==> config.mk <==
export PLATFORM = sky130hd
export DESIGN_NAME = vdma_write_top
export DESIGN_NICKNAME = d
export VERILOG_FILES = /design/src/logic/vdma_pkg.sv /design/src/logic/burst_step_if.sv /design/src/logic/beat_fifo.sv /design/src/logic/burst_addr_gen.sv /design/src/logic/frame_write_fsm.sv /design/src/logic/pixel_packer.sv /design/src/logic/vdma_write_top.sv
export SDC_FILE = /design/constraint.sdc
export NUM_CORES = 1
export LEC_CHECK = 0
export BUFFER_PORTS_ARGS = -buffer_cell sky130_fd_sc_hd__clkbuf_2
export CAP_MARGIN = 20
export CELL_PAD_IN_SITES_DETAIL_PLACEMENT = 0
export CELL_PAD_IN_SITES_GLOBAL_PLACEMENT = 1
export CORE_MARGIN = 3
export CORE_UTILIZATION = 38
export CTS_BUF_LIST = sky130_fd_sc_hd__clkbuf_16
export CTS_CLUSTER_SIZE = 10
export DETAILED_ROUTE_END_ITERATION = 8
export PLACE_DENSITY_LB_ADDON = 0.1
export SLEW_MARGIN = 25
export SYNTH_ARGS = -nofsm -noshare
export SYNTH_HDL_FRONTEND = slang
export SYNTH_SLANG_ARGS = --single-unit
export TNS_END_PERCENT = 30
==> constraint.sdc <==
create_clock -name ui_clk -period 16.3 [get_ports ui_clk]
set_input_delay 3.26 -clock ui_clk [delete_from_list [all_inputs] [get_ports ui_clk]]
set_output_delay 3.26 -clock ui_clk [all_outputs]
set_load 0.005 [all_outputs]
==> src/logic/vdma_pkg.sv <==
package vdma_pkg;

    localparam int PIX_W        = 32;
    localparam int BEAT_W       = 64;
    localparam int PACK_RATIO   = BEAT_W / PIX_W;   // pixels per beat
    localparam int ADDR_W       = 28;
    localparam int OFS_BITS     = 22;               // buffer index sits above this
    localparam int BUFN_W       = 8;
    localparam int SIZE_W       = 16;               // beat counts, fifo level, burst size
    localparam int FLUSH_CYCLES = 16;

    typedef logic [PIX_W-1:0]    pix_t;
    typedef logic [BEAT_W-1:0]   beat_t;
    typedef logic [ADDR_W-1:0]   addr_t;
    typedef logic [OFS_BITS-1:0] ofs_t;             // in 32-bit words
    typedef logic [BUFN_W-1:0]   bufn_t;

    typedef enum logic [1:0] {
        IDLE  = 2'd0,
        FLUSH = 2'd1,
        REQ   = 2'd2,
        BURST = 2'd3
    } wstate_t;

endpackage

==> src/logic/burst_step_if.sv <==
`timescale 1ns/100ps

interface burst_step_if
    import vdma_pkg::*;
    ();

    logic frame_start;  // one cycle, new frame
    logic burst_done;   // one cycle, burst finished
    ofs_t offset;
    logic last_burst;   // current burst closes the frame

    modport fsm (
        output frame_start,
        output burst_done,
        input  offset,
        input  last_burst
    );

    modport gen (
        input  frame_start,
        input  burst_done,
        output offset,
        output last_burst
    );

endinterface

==> src/logic/beat_fifo.sv <==
`timescale 1ns/100ps

module beat_fifo
    import vdma_pkg::*;
#(
    parameter int FIFO_DEPTH = 16
) (
    input  logic              ui_clk,
    input  logic              ui_rstn,
    input  logic              flush_i,
    input  logic              push_i,
    input  beat_t             push_data_i,
    input  logic              pop_i,
    output beat_t             head_o,
    output logic [SIZE_W-1:0] level_o,
    output logic              full_o
);

    localparam int PTR_W = (FIFO_DEPTH > 1) ? $clog2(FIFO_DEPTH) : 1;
    localparam int CNT_W = $clog2(FIFO_DEPTH + 1);

    beat_t             mem [FIFO_DEPTH];
    logic [PTR_W-1:0]  wr_ptr;
    logic [PTR_W-1:0]  rd_ptr;
    logic [CNT_W-1:0]  count;
    logic              do_push;
    logic              do_pop;

    assign full_o  = (count == CNT_W'(FIFO_DEPTH));
    assign level_o = SIZE_W'(count);
    assign do_push = push_i && !full_o;
    assign do_pop  = pop_i && (count != '0);
    assign head_o  = mem[rd_ptr];   // fwft

    always_ff @(posedge ui_clk) begin
        if (!ui_rstn || flush_i) begin
            wr_ptr <= '0;
            rd_ptr <= '0;
            count  <= '0;
        end else begin
            if (do_push)
                wr_ptr <= (wr_ptr == PTR_W'(FIFO_DEPTH - 1)) ? '0 : wr_ptr + 1'b1;
            if (do_pop)
                rd_ptr <= (rd_ptr == PTR_W'(FIFO_DEPTH - 1)) ? '0 : rd_ptr + 1'b1;
            if (do_push && !do_pop)
                count <= count + 1'b1;
            else if (do_pop && !do_push)
                count <= count - 1'b1;
        end
    end

    always_ff @(posedge ui_clk) begin
        if (do_push)
            mem[wr_ptr] <= push_data_i;
    end

    a_no_underflow: assert property (@(posedge ui_clk) disable iff (!ui_rstn)
        pop_i |-> count != '0);

    a_no_overflow: assert property (@(posedge ui_clk) disable iff (!ui_rstn)
        push_i |-> !full_o);

endmodule

==> src/logic/burst_addr_gen.sv <==
`timescale 1ns/100ps

module burst_addr_gen
    import vdma_pkg::*;
#(
    parameter int X_SIZE   = 16,
    parameter int Y_SIZE   = 4,
    parameter int X_STRIDE = 24,
    parameter int X_DIV    = 2
) (
    input  logic      ui_clk,
    input  logic      ui_rstn,
    burst_step_if.gen step
);

    localparam int BURSTS   = Y_SIZE * X_DIV;
    localparam int BCNT_W   = (BURSTS > 1) ? $clog2(BURSTS) : 1;
    localparam int SCNT_W   = (X_DIV > 1) ? $clog2(X_DIV) : 1;
    localparam int STEP_INC = X_SIZE / X_DIV;
    localparam int LINE_INC = STEP_INC + X_STRIDE - X_SIZE;   // jump to next line start

    logic [BCNT_W-1:0] burst_cnt;
    logic [SCNT_W-1:0] sect_cnt;
    logic              frame_done;

    assign step.last_burst = (burst_cnt == BCNT_W'(BURSTS - 1));

    always_ff @(posedge ui_clk) begin
        if (!ui_rstn) begin
            burst_cnt   <= '0;
            sect_cnt    <= '0;
            step.offset <= '0;
            frame_done  <= 1'b0;
        end else if (step.frame_start) begin
            burst_cnt   <= '0;
            sect_cnt    <= '0;
            step.offset <= '0;
            frame_done  <= 1'b0;
        end else if (step.burst_done) begin
            if (step.last_burst) begin
                frame_done <= 1'b1;
            end else begin
                burst_cnt <= burst_cnt + 1'b1;
                if (sect_cnt == SCNT_W'(X_DIV - 1)) begin   // last section of the line
                    sect_cnt    <= '0;
                    step.offset <= step.offset + ofs_t'(LINE_INC);
                end else begin
                    sect_cnt    <= sect_cnt + 1'b1;
                    step.offset <= step.offset + ofs_t'(STEP_INC);
                end
            end
        end
    end

    a_no_extra_burst: assert property (@(posedge ui_clk) disable iff (!ui_rstn)
        step.burst_done |-> !frame_done);

endmodule

==> src/logic/frame_write_fsm.sv <==
`timescale 1ns/100ps

module frame_write_fsm
    import vdma_pkg::*;
#(
    parameter int BUF_COUNT = 3
) (
    input  logic              ui_clk,
    input  logic              ui_rstn,
    input  logic              fs_i,
    input  bufn_t             buf_sel_i,
    input  logic [SIZE_W-1:0] fifo_level_i,
    input  logic [SIZE_W-1:0] burst_beats_i,
    input  logic              dma_busy_i,
    output logic              wareq_o,
    output logic              flush_o,
    output bufn_t             bufn_o,
    output bufn_t             sync_cnt_o,
    burst_step_if.fsm         step
);

    localparam int FT_W = (FLUSH_CYCLES > 1) ? $clog2(FLUSH_CYCLES) : 1;

    wstate_t         state;
    logic            fs_q;
    logic            fs_qq;
    logic            fs_rise;
    logic [FT_W-1:0] flush_cnt;

    always_ff @(posedge ui_clk) begin
        if (!ui_rstn) begin
            fs_q  <= 1'b0;
            fs_qq <= 1'b0;
        end else begin
            fs_q  <= fs_i;
            fs_qq <= fs_q;
        end
    end

    assign fs_rise = fs_q & ~fs_qq;   // seen one cycle after the edge

    assign step.frame_start = (state == IDLE) && fs_rise;
    assign step.burst_done  = (state == BURST) && !dma_busy_i;

    always_ff @(posedge ui_clk) begin
        if (!ui_rstn) begin
            state      <= IDLE;
            wareq_o    <= 1'b0;
            flush_o    <= 1'b0;
            flush_cnt  <= '0;
            bufn_o     <= '0;
            sync_cnt_o <= '0;
        end else begin
            case (state)
                IDLE: begin
                    if (fs_rise) begin
                        state     <= FLUSH;
                        flush_o   <= 1'b1;
                        flush_cnt <= '0;
                        bufn_o    <= buf_sel_i;
                        if (sync_cnt_o == bufn_t'(BUF_COUNT - 1))
                            sync_cnt_o <= '0;
                        else
                            sync_cnt_o <= sync_cnt_o + 1'b1;
                    end
                end
                FLUSH: begin
                    flush_cnt <= flush_cnt + 1'b1;
                    if (flush_cnt == FT_W'(FLUSH_CYCLES - 1)) begin
                        state   <= REQ;
                        flush_o <= 1'b0;
                    end
                end
                REQ: begin
                    if (wareq_o && dma_busy_i) begin   // engine took the request
                        wareq_o <= 1'b0;
                        state   <= BURST;
                    end else if (!dma_busy_i && fifo_level_i >= burst_beats_i) begin
                        wareq_o <= 1'b1;
                    end
                end
                BURST: begin
                    if (!dma_busy_i)
                        state <= step.last_burst ? IDLE : REQ;
                end
                default: state <= IDLE;
            endcase
        end
    end

    a_req_not_busy: assert property (@(posedge ui_clk) disable iff (!ui_rstn)
        $rose(wareq_o) |-> !$past(dma_busy_i));

    a_flush_in_flush: assert property (@(posedge ui_clk) disable iff (!ui_rstn)
        flush_o |-> state == FLUSH);

endmodule

==> src/logic/pixel_packer.sv <==
`timescale 1ns/100ps

module pixel_packer
    import vdma_pkg::*;
(
    input  logic  ui_clk,
    input  logic  ui_rstn,
    input  logic  flush_i,
    input  logic  pix_valid_i,
    input  pix_t  pix_i,
    output logic  beat_valid_o,
    output beat_t beat_o
);

    localparam int PCNT_W = (PACK_RATIO > 1) ? $clog2(PACK_RATIO) : 1;

    logic [PCNT_W-1:0] pix_cnt;
    beat_t             acc;
    beat_t             acc_next;

    // shift in from the top so the first pixel ends up lowest
    assign acc_next = {pix_i, acc[BEAT_W-1:PIX_W]};

    always_ff @(posedge ui_clk) begin
        if (!ui_rstn || flush_i) begin
            pix_cnt      <= '0;
            beat_valid_o <= 1'b0;
        end else begin
            beat_valid_o <= 1'b0;
            if (pix_valid_i) begin
                if (pix_cnt == PCNT_W'(PACK_RATIO - 1)) begin
                    pix_cnt      <= '0;
                    beat_valid_o <= 1'b1;
                end else begin
                    pix_cnt <= pix_cnt + 1'b1;
                end
            end
        end
    end

    always_ff @(posedge ui_clk) begin
        if (pix_valid_i) begin
            acc    <= acc_next;
            beat_o <= acc_next;   // only sampled with beat_valid_o
        end
    end

endmodule

==> src/logic/vdma_write_top.sv <==
`timescale 1ns/100ps

module vdma_write_top
    import vdma_pkg::*;
#(
    parameter int X_SIZE     = 16,
    parameter int Y_SIZE     = 4,
    parameter int X_STRIDE   = 24,
    parameter int X_DIV      = 2,
    parameter int BUF_COUNT  = 3,
    parameter int FIFO_DEPTH = 16
) (
    input  logic              ui_clk,
    input  logic              ui_rstn,
    input  logic              fs_i,
    input  logic              pix_valid_i,
    input  pix_t              pix_i,
    input  bufn_t             buf_sel_i,
    input  addr_t             base_addr_i,
    input  logic              dma_busy_i,
    input  logic              dma_wvalid_i,
    output logic              full_o,
    output bufn_t             sync_cnt_o,
    output addr_t             waddr_o,
    output logic              wareq_o,
    output logic [SIZE_W-1:0] wsize_o,
    output beat_t             wdata_o,
    output logic              wready_o
);

    localparam int BURST_BEATS = X_SIZE / (PACK_RATIO * X_DIV);

    logic              flush;
    logic              pix_take;
    logic              beat_valid;
    beat_t             beat;
    logic [SIZE_W-1:0] fifo_level;
    bufn_t             bufn;
    addr_t             buf_base;

    burst_step_if step ();

    assign wsize_o  = SIZE_W'(BURST_BEATS);
    assign wready_o = 1'b1;
    assign pix_take = pix_valid_i && !full_o;   // pixels dropped while full

    assign buf_base = addr_t'({bufn, {OFS_BITS{1'b0}}});
    assign waddr_o  = base_addr_i + buf_base + addr_t'(step.offset);

    frame_write_fsm #(
        .BUF_COUNT (BUF_COUNT)
    ) frame_write_fsm_i (
        .ui_clk        (ui_clk),
        .ui_rstn       (ui_rstn),
        .fs_i          (fs_i),
        .buf_sel_i     (buf_sel_i),
        .fifo_level_i  (fifo_level),
        .burst_beats_i (wsize_o),
        .dma_busy_i    (dma_busy_i),
        .wareq_o       (wareq_o),
        .flush_o       (flush),
        .bufn_o        (bufn),
        .sync_cnt_o    (sync_cnt_o),
        .step          (step.fsm)
    );

    burst_addr_gen #(
        .X_SIZE   (X_SIZE),
        .Y_SIZE   (Y_SIZE),
        .X_STRIDE (X_STRIDE),
        .X_DIV    (X_DIV)
    ) burst_addr_gen_i (
        .ui_clk  (ui_clk),
        .ui_rstn (ui_rstn),
        .step    (step.gen)
    );

    pixel_packer pixel_packer_i (
        .ui_clk       (ui_clk),
        .ui_rstn      (ui_rstn),
        .flush_i      (flush),
        .pix_valid_i  (pix_take),
        .pix_i        (pix_i),
        .beat_valid_o (beat_valid),
        .beat_o       (beat)
    );

    beat_fifo #(
        .FIFO_DEPTH (FIFO_DEPTH)
    ) beat_fifo_i (
        .ui_clk      (ui_clk),
        .ui_rstn     (ui_rstn),
        .flush_i     (flush),
        .push_i      (beat_valid),
        .push_data_i (beat),
        .pop_i       (dma_wvalid_i),
        .head_o      (wdata_o),
        .level_o     (fifo_level),
        .full_o      (full_o)
    );

endmodule

# After elaboration in Yosys (flattened, before gate mapping)

Memories as Yosys holds them, arrays and structs flattened. A register that Yosys moved wholly into a read port is not among the register bits.
Index checks and enable logic that the tools add are counted.

Register bits after elaboration: 129
Bits in writable memories: 1024
Bits of input ports: 74
Output and inout bits: 119
Logic and storage cells: 104
Memories kept: 1

Add/sub/neg operators: 13
$lt $le $gt $ge: 1
Equal/unequal tests: 13
Muxes and demuxes: 26
Bitwise logic cells: 5
Reductions and logical operators: 28

Memories:

| memory          | depth | bits a word | rd ports | clocked after Yosys merged registers in | wr ports | line            | text |
|---|---|---|---|---|---|---|---|
| beat_fifo_i.mem | 16    | 64          | 1        | 1                                       | 1        | beat_fifo.sv:22 | `beat_t mem [FIFO_DEPTH];` |

Operators by type and width:

| cell                  | number |
|---|---|
| $add 28x22->28        | 1 |
| $add 28x28->28        | 1 |
| $add 22x4->22 const B | 1 |
| $add 22x5->22 const B | 1 |
| $mux 22               | 1 |
| $mux 4                | 5 |
| $add 4x1->4 const B   | 3 |
| $eq 4x4->1 const B    | 3 |
| $mux 2                | 5 |
| $mux 5                | 2 |
| $logic_and 1x1->1     | 9 |
| $mux 1                | 9 |
| $add 8x1->8 const B   | 1 |
| $eq 8x2->1 const B    | 1 |
| $mux 8                | 1 |
| $pmux 2 s4            | 1 |
| $pmux 4 s2            | 1 |
| $reduce_and 2->1      | 4 |
| $ne 2x1->1 const B    | 3 |
| $reduce_bool 2->1     | 3 |
| $add 5x1->5 const B   | 1 |
| $eq 5x5->1 const B    | 1 |
| $ge 5x3->1 const B    | 1 |
| $logic_not 1->1       | 5 |
| 16 further kinds      | 22 |

# Logic depth before layout (Yosys ltp)

Gate-level depths: netlist of the first run.

Word-level depth: 7
Gate-level depth with buffers: 13

# Cells and area by module

From an unflattened synthesis of the first run, not the netlist that was laid out.

Cell total of the unflattened synthesis: 2284
Area, all modules: 45513.7 um2

Modules (own cells, without submodules):

| module          | instances | cells an instance | area each (um2) | sequential area each (um2) |
|---|---|---|---|---|
| beat_fifo       | 1         | 1688              | 39233.9         | 31089.8 |
| pixel_packer    | 1         | 69                | 1993.2          | 1961.9 |
| vdma_write_top  | 1         | 214               | 1621.6          | 0.0 |
| frame_write_fsm | 1         | 181               | 1517.7          | 520.5 |
| burst_addr_gen  | 1         | 132               | 1147.4          | 460.4 |

# Worst setup path before layout of the first run

No wires, ideal clock.

Kind: input port to output port
Start: input base_addr_i[3]
End: output waddr_o[25]
Arrival: 5.308 ns
Slack: 7.732 ns
Stages on the path: 9
Path buffers: 0
Path through: ha_1 > fa_1 > a211oi_1 > o21ai_0 > o2111ai_1 > a221o_1 > o21ai_1 > a221oi_1 > xnor2_1

Cells in the longest elaborated chain, start to end: 2

Ends and longest elaborated chain:

| item           | line                 | text |
|---|---|---|
| from (decl)    | vdma_write_top.sv:19 | `input addr_t base_addr_i,` |
| $add 28x28->28 | vdma_write_top.sv:48 | `assign waddr_o = base_addr_i + buf_base + addr_t'(step.offset);` |
| $add 28x22->28 | vdma_write_top.sv:48 |  |
| to (decl)      | vdma_write_top.sv:24 | `output addr_t waddr_o,` |

Every way passes these cells.

# Final worst setup path of the first run

Ends and elaborated chain as after synthesis.

==> results of run 1 <==
-- placed cells by master (no fill, tap or decap), types with 8 or more instances in the layout --
master / n
clkbuf_2: 167
xor2_1: 27
dfxtp_1: 62
or3_1: 10
a21oi_1: 46
nand2_1: 63
xnor2_1: 22
ha_1: 40
mux4_2: 320
clkbuf_16: 142
inv_1: 29
nand4_1: 10
edfxtp_1: 1088
nor2b_1: 9
o21ai_0: 24
a21o_1: 19
nor2_4: 12
buf_4: 25
nor2_1: 53
a31oi_1: 8
conb_1: 17
-- layout make-up --
cell class	instances	area, sq um	share of cell area (%)
inverter	11	41.3	0.0808
clock buffer	142	3550	6.95
timing repair buffer	202	1170	2.29
antenna	4	10.0	0.0196
sequential	1154	34000	66.6
clock inverter	34	195	0.382
multi-input combinational	771	10200	20.0
tap	1524	1910	3.73
-- metal layers --
layer | share of wire (%) | GRT usage [%] | wire, um
met1 | 45 | 25.6 | 48800
met2 | 49 | 29.6 | 53200
met3 | 4.7 | 3.26 | 5140
met4 | 1.8 | 4.79 | 1950
met5 | 0 | 0 | 0
-- state kept, by name (all words and copies together), names as in the netlist, named ones only --
| name | count |
|---|---|
| pixel_packer_i.beat_valid_o | 1 |
| frame_write_fsm_i.wareq_o | 1 |
| burst_addr_gen_i.burst_cnt | 3 |
| beat_fifo_i.mem | 1024 |
| frame_write_fsm_i.flush_cnt | 4 |
| pixel_packer_i.beat_o | 64 |
| frame_write_fsm_i.sync_cnt_o | 8 |
| frame_write_fsm_i.fs_q | 1 |
| pixel_packer_i.pix_cnt | 1 |
| burst_addr_gen_i.step.offset | 19 |
| beat_fifo_i.wr_ptr | 4 |
| frame_write_fsm_i.fs_qq | 1 |
| burst_addr_gen_i.sect_cnt | 1 |
| frame_write_fsm_i.bufn_o | 6 |
| beat_fifo_i.count | 5 |
| frame_write_fsm_i.state | 2 |
| frame_write_fsm_i.flush_o | 1 |
| beat_fifo_i.rd_ptr | 4 |
-- critical path, stage by stage --
cell and delay, ps:
clkbuf_2 80, ha_1 220, fa_1 430, a211oi_1 240, o21ai_0 230, o2111ai_1 560
a221o_1 330, o21ai_1 140, a221oi_1 350, xnor2_1 160, clkbuf_2 130
-- per-stage QoR --
| step | hold slack [ps] | utilization, % |
|---|---|---|
| after floorplan | 421 | - |
| after global placement | 435 | 40.6 |
| after detailed placement | 440 | 40.7 |
| after CTS | 454 | 43.9 |
| after global routing | 478 | 43.9 |
| final | 447 | 43.9 |
-- power by group through the flow --
| stage | Combinational [mW] | Sequential, mW | Clock (mW) |
|---|---|---|---|
| floorplan | 0.738 | 3.51 | 0 |
| global placement | 0.984 | 3.60 | 0 |
| detailed placement | 0.987 | 3.61 | 0 |
| CTS | 0.991 | 3.55 | 2.72 |
| global route | 1.05 | 3.57 | 2.85 |
| finish | 0.961 | 3.55 | 2.65 |
-- cells by family after synthesis --
kind of cell    count (synthesis)  synth area share, %
flops                        1154                 76.2
mux                           325                 16.3
simple gates                  209                 2.27
compound gates                129                 1.78
buf+inv                       124                 1.29
xor+xnor                       49                0.962
fa+ha+maj                      42                 1.21
other cells                     2               0.0168
-- how the worst min path moves through the flow --
| stage | startpoint | to | slack [ps] |
|---|---|---|---|
| finish | frame_write_fsm_i.fs_q | frame_write_fsm_i.fs_qq | 450 |
| CTS | frame_write_fsm_i.fs_q | frame_write_fsm_i.fs_qq | 450 |
| global route | frame_write_fsm_i.fs_q | frame_write_fsm_i.fs_qq | 480 |
| detailed placement | frame_write_fsm_i.fs_q | frame_write_fsm_i.fs_qq | 440 |
| floorplan | frame_write_fsm_i.fs_q | frame_write_fsm_i.fs_qq | 420 |
| global placement | frame_write_fsm_i.fs_q | frame_write_fsm_i.fs_qq | 430 |
==> reports/qor.txt, run 1 <==
outcome: finished, final reports clean
startpoint class of the critical path: input port
DRC errors left: 0
die area: 0.122 sq mm
overall routing resource usage: 18.2%
setup violators final: 0
Pins Over Slew Limit: 0
Final ANT Viol Nets: 0
number of global-route vias before repair: 22400
worst setup path end: waddr_o[25]
number of synthesized register bits: 1154
Routability Congestion: 0.744
largest net degree at the start of global routing: 106
Routed WL: 109000 um
Initial Util: 38.3%
f_max: 106 MHz
post-CTS sizing: 0
worst skew pair latency: 730 ps
total power: 7.16 mW
drt wl/cell: 28.4 um
Core ar.: 0.116 sq mm
Gate power share: 13.4%
part of the cycle the worst path needs: 57.6%
Mean Syn Cell Area: 21.9 sq um
synth warn: 0
WHS Path Cells: 1
Reg clk slew, reported paths: 50 ps
Ports: 193
CTS Hold Bufs: 0
setup bufs post-CTS: 0
GRT overflow: 0
pre-CTS WS: 6990 ps
Layout fillers: 9988
Slew Limit Headroom: 29.0%
Worst R2R Start: beat_fifo_i.count[0]
antenna violations before repair: 8
Critical Path RT: 13040 ps
Worst R2R Setup Slack: 12690 ps
TritonRoute pass-1 iters: 6
Clk pwr share: 37.0%
Finished Cell Area: 0.0511 sq mm
H-tree Lvls: 4
Synth Flop Type: edfxtp_1
CP startpoint: base_addr_i[3]
Final Worst Setup Slack: 6900 ps
routed vias/inst: 5.46
CTS buffer count: 136
placed inst area: 0.0473 sq mm
Worst Skew: 30.2 ps
FP Rows: 125
largest cells by area after synthesis: edfxtp_1 (73%), mux4_2 (16%), dfxtp_1 (3.0%), ha_1 (1.1%), nor2_1 (0.55%)
synth cell count leaders: edfxtp_1 (1088), mux4_2 (320), dfxtp_1 (66)
chip height: 349 um
worst r2r dst: beat_fifo_i.mem[6][51]
clock root buffer: clkbuf_16
EDFF count, synth: 1088
CTS tree: built
CP Class: in2out
Synth area leader: edfxtp_1
leakage: 16.1 nW
area delta synth->final: 14.5%
Post-synth ARST share: 0%
r2r worst-path depth: 6
MaxCap Viol Count: 0
top-area cell type share of the netlist area: 73.2%
Reg power frac: 49.5%
setup tns final: 0 ps
Slew @ Worst Pin: 1070 ps
Clock Path Buffers: 3
placed cell count: 3661
Mapped Cells: 2034
RSZ-0062 raised after global routing: no
Yosys cell types: 56
Cell Pwr Density: 140 mW/mm^2
Net Sw Frac: 24.0%
Pint: 5.44 mW
non-filler cells, final: 3842
fin crit period: 9400 ps
DP HPWL: 56500 um
P_sw: 1.72 mW
first-pass GRT wire length: 159000 um
Syn Std Cell Area: 0.0446 sq mm
Port-buffer cells: 167
final hold violation count: 0
worst-path fanout max: 4
DR vias: 21000
share of layout cells above drive strength 1: 30.4%
endpoint class of the critical path: output port
initial DRC count: 1816
Peak supply drop: 0.0000987 V
Die X: 349 um
Worst Path Arrival: 6140 ps
class of the worst hold path: reg2reg
clock sinks: 1154
nets: 2392
top-count cell post-synth: edfxtp_1
sequential fraction of the synthesis area: 76.2%
No activity file was read; power rests on OpenSTA's default activity.
==> run 2: changes to the inputs <==
- clock period: 16.3 -> 7.85 ns (I/O delays scaled with it)
==> reports/qor.txt, run 2 (synthesis results as in run 1) <==
RSZ-0062 raised after global routing: no
setup violators final: 0
final hold violation count: 0
worst-path fanout max: 4
GRT overflow: 0
Initial Util: 38.3%
Port-buffer cells: 167
chip height: 349 um
Ports: 193
share of layout cells above drive strength 1: 30.5%
overall routing resource usage: 18.3%
number of global-route vias before repair: 22500
Worst Path Arrival: 4370 ps
Reg power frac: 49.6%
Critical Path RT: 6280 ps
nets: 2400
routed vias/inst: 5.45
max reg flops: 1024
Peak supply drop: 0.000230 V
endpoint class of the critical path: output port
Worst R2R Start: beat_fifo_i.count[0]
Clock Path Buffers: 3
Reg clk slew, reported paths: 50 ps
Cell Pwr Density: 290 mW/mm^2
CTS buffer count: 135
TritonRoute pass-1 iters: 5
r2r worst-path depth: 7
total power: 14.8 mW
drt wl/cell: 28.5 um
setup tns final: 0 ps
clock root buffer: clkbuf_16
Pins Over Slew Limit: 0
worst skew pair latency: 740 ps
Gate power share: 13.5%
largest registers: beat_fifo_i.mem x1024, pixel_packer_i.beat_o x64, burst_addr_gen_i.step.offset x19
post-CTS sizing: 0
FP Rows: 125
most common cell after layout, fill and taps aside: edfxtp_1
Clk pwr share: 36.9%
CP Class: in2out
worst setup path end: waddr_o[25]
Worst R2R Setup Slack: 4160 ps
most frequent cells in the layout: edfxtp_1 (1088), mux4_2 (320), clkbuf_2 (167)
Slew Limit Headroom: 30.2%
clock sinks: 1154
fin crit period: 5940 ps
CTS Hold Bufs: 0
part of the cycle the worst path needs: 75.7%
Biggest register: beat_fifo_i.mem
Final ANT Viol Nets: 0
Routability Congestion: 0.742
worst r2r dst: beat_fifo_i.mem[15][27]
Core ar.: 0.116 sq mm
leakage: 16.1 nW
Pint: 11.2 mW
DRC errors left: 0
MaxCap Viol Count: 0
class of the worst hold path: reg2reg
initial DRC count: 1846
CP startpoint: base_addr_i[3]
DR vias: 21000
antenna violations before repair: 6
Slew @ Worst Pin: 1050 ps
f_max: 168 MHz
Routed WL: 110000 um
Worst Skew: 29.1 ps
setup bufs post-CTS: 0
Core Util, Final: 43.9%
CTS tree: built
outcome: finished, final reports clean
area delta synth->final: 14.5%
die area: 0.122 sq mm
P_sw: 3.62 mW
first-pass GRT wire length: 159000 um
Net Sw Frac: 24.5%
H-tree Lvls: 4
DP HPWL: 58300 um
Die X: 349 um
largest net degree at the start of global routing: 101
startpoint class of the critical path: input port
-- run 2: worst min path at each step --
stage / start / endpoint / slack, ps / cells past startpoint
4_1_cts: frame_write_fsm_i.fs_q / frame_write_fsm_i.fs_qq / 460 / 1
3_5_place_dp: frame_write_fsm_i.fs_q / frame_write_fsm_i.fs_qq / 440 / 1
5_1_grt: burst_addr_gen_i.burst_cnt[1] / burst_addr_gen_i.burst_cnt[1] / 480 / 2
2_1_floorplan: frame_write_fsm_i.fs_q / frame_write_fsm_i.fs_qq / 420 / 1
6_report: frame_write_fsm_i.fs_q / frame_write_fsm_i.fs_qq / 450 / 1
3_3_place_gp: frame_write_fsm_i.fs_q / frame_write_fsm_i.fs_qq / 430 / 1
-- run 2: cell type report --
class | instances | area, sq um
repair buffers | 211 | 1190
clock inverters | 40 | 304
inverters | 11 | 41.3
diodes | 1 | 2.50
flip-flops and latches | 1154 | 34000
well taps | 1524 | 1910
clock buffers | 136 | 3400
multi-input cells | 771 | 10200
fillers | 9955 | 65300
-- run 2: worst max-delay path: stages --
cell and delay (ps):
clkbuf_2 80, ha_1 220, fa_1 430, a211oi_1 240, o21ai_0 230, o2111ai_1 540, a221o_1 320, o21ai_1 140
a221oi_1 310, xnor2_1 160, clkbuf_2 130
-- run 2: per-layer routing --
layer	part of all wire (%)	global-route usage, %	vias up
li1	-	-	8918
met1	44	25.3	11400
met2	49	29.8	514
met3	5.0	3.24	160
met4	2.3	5.51	0
met5	0	0	-
-- run 2: through the flow --
step	setup slack (ps)	std cells	hold slack, ps	instance area, sq um
2_1_floorplan	1810	2049	421	44700
3_3_place_gp	1910	3671	433	47400
3_5_place_dp	1950	3671	439	47400
4_1_cts	1920	3847	455	51100
5_1_grt	1730	3847	476	51100
6_report	1910	3848	451	51100
-- run 2: power groups by stage --
stage,clock [mW],combinational [mW],sequential (mW)
floorplan,0,1.53,7.29
global placement,0,2.07,7.46
detailed placement,0,2.08,7.49
CTS,5.61,2.08,7.36
global route,5.84,2.19,7.39
finish,5.46,2.01,7.35
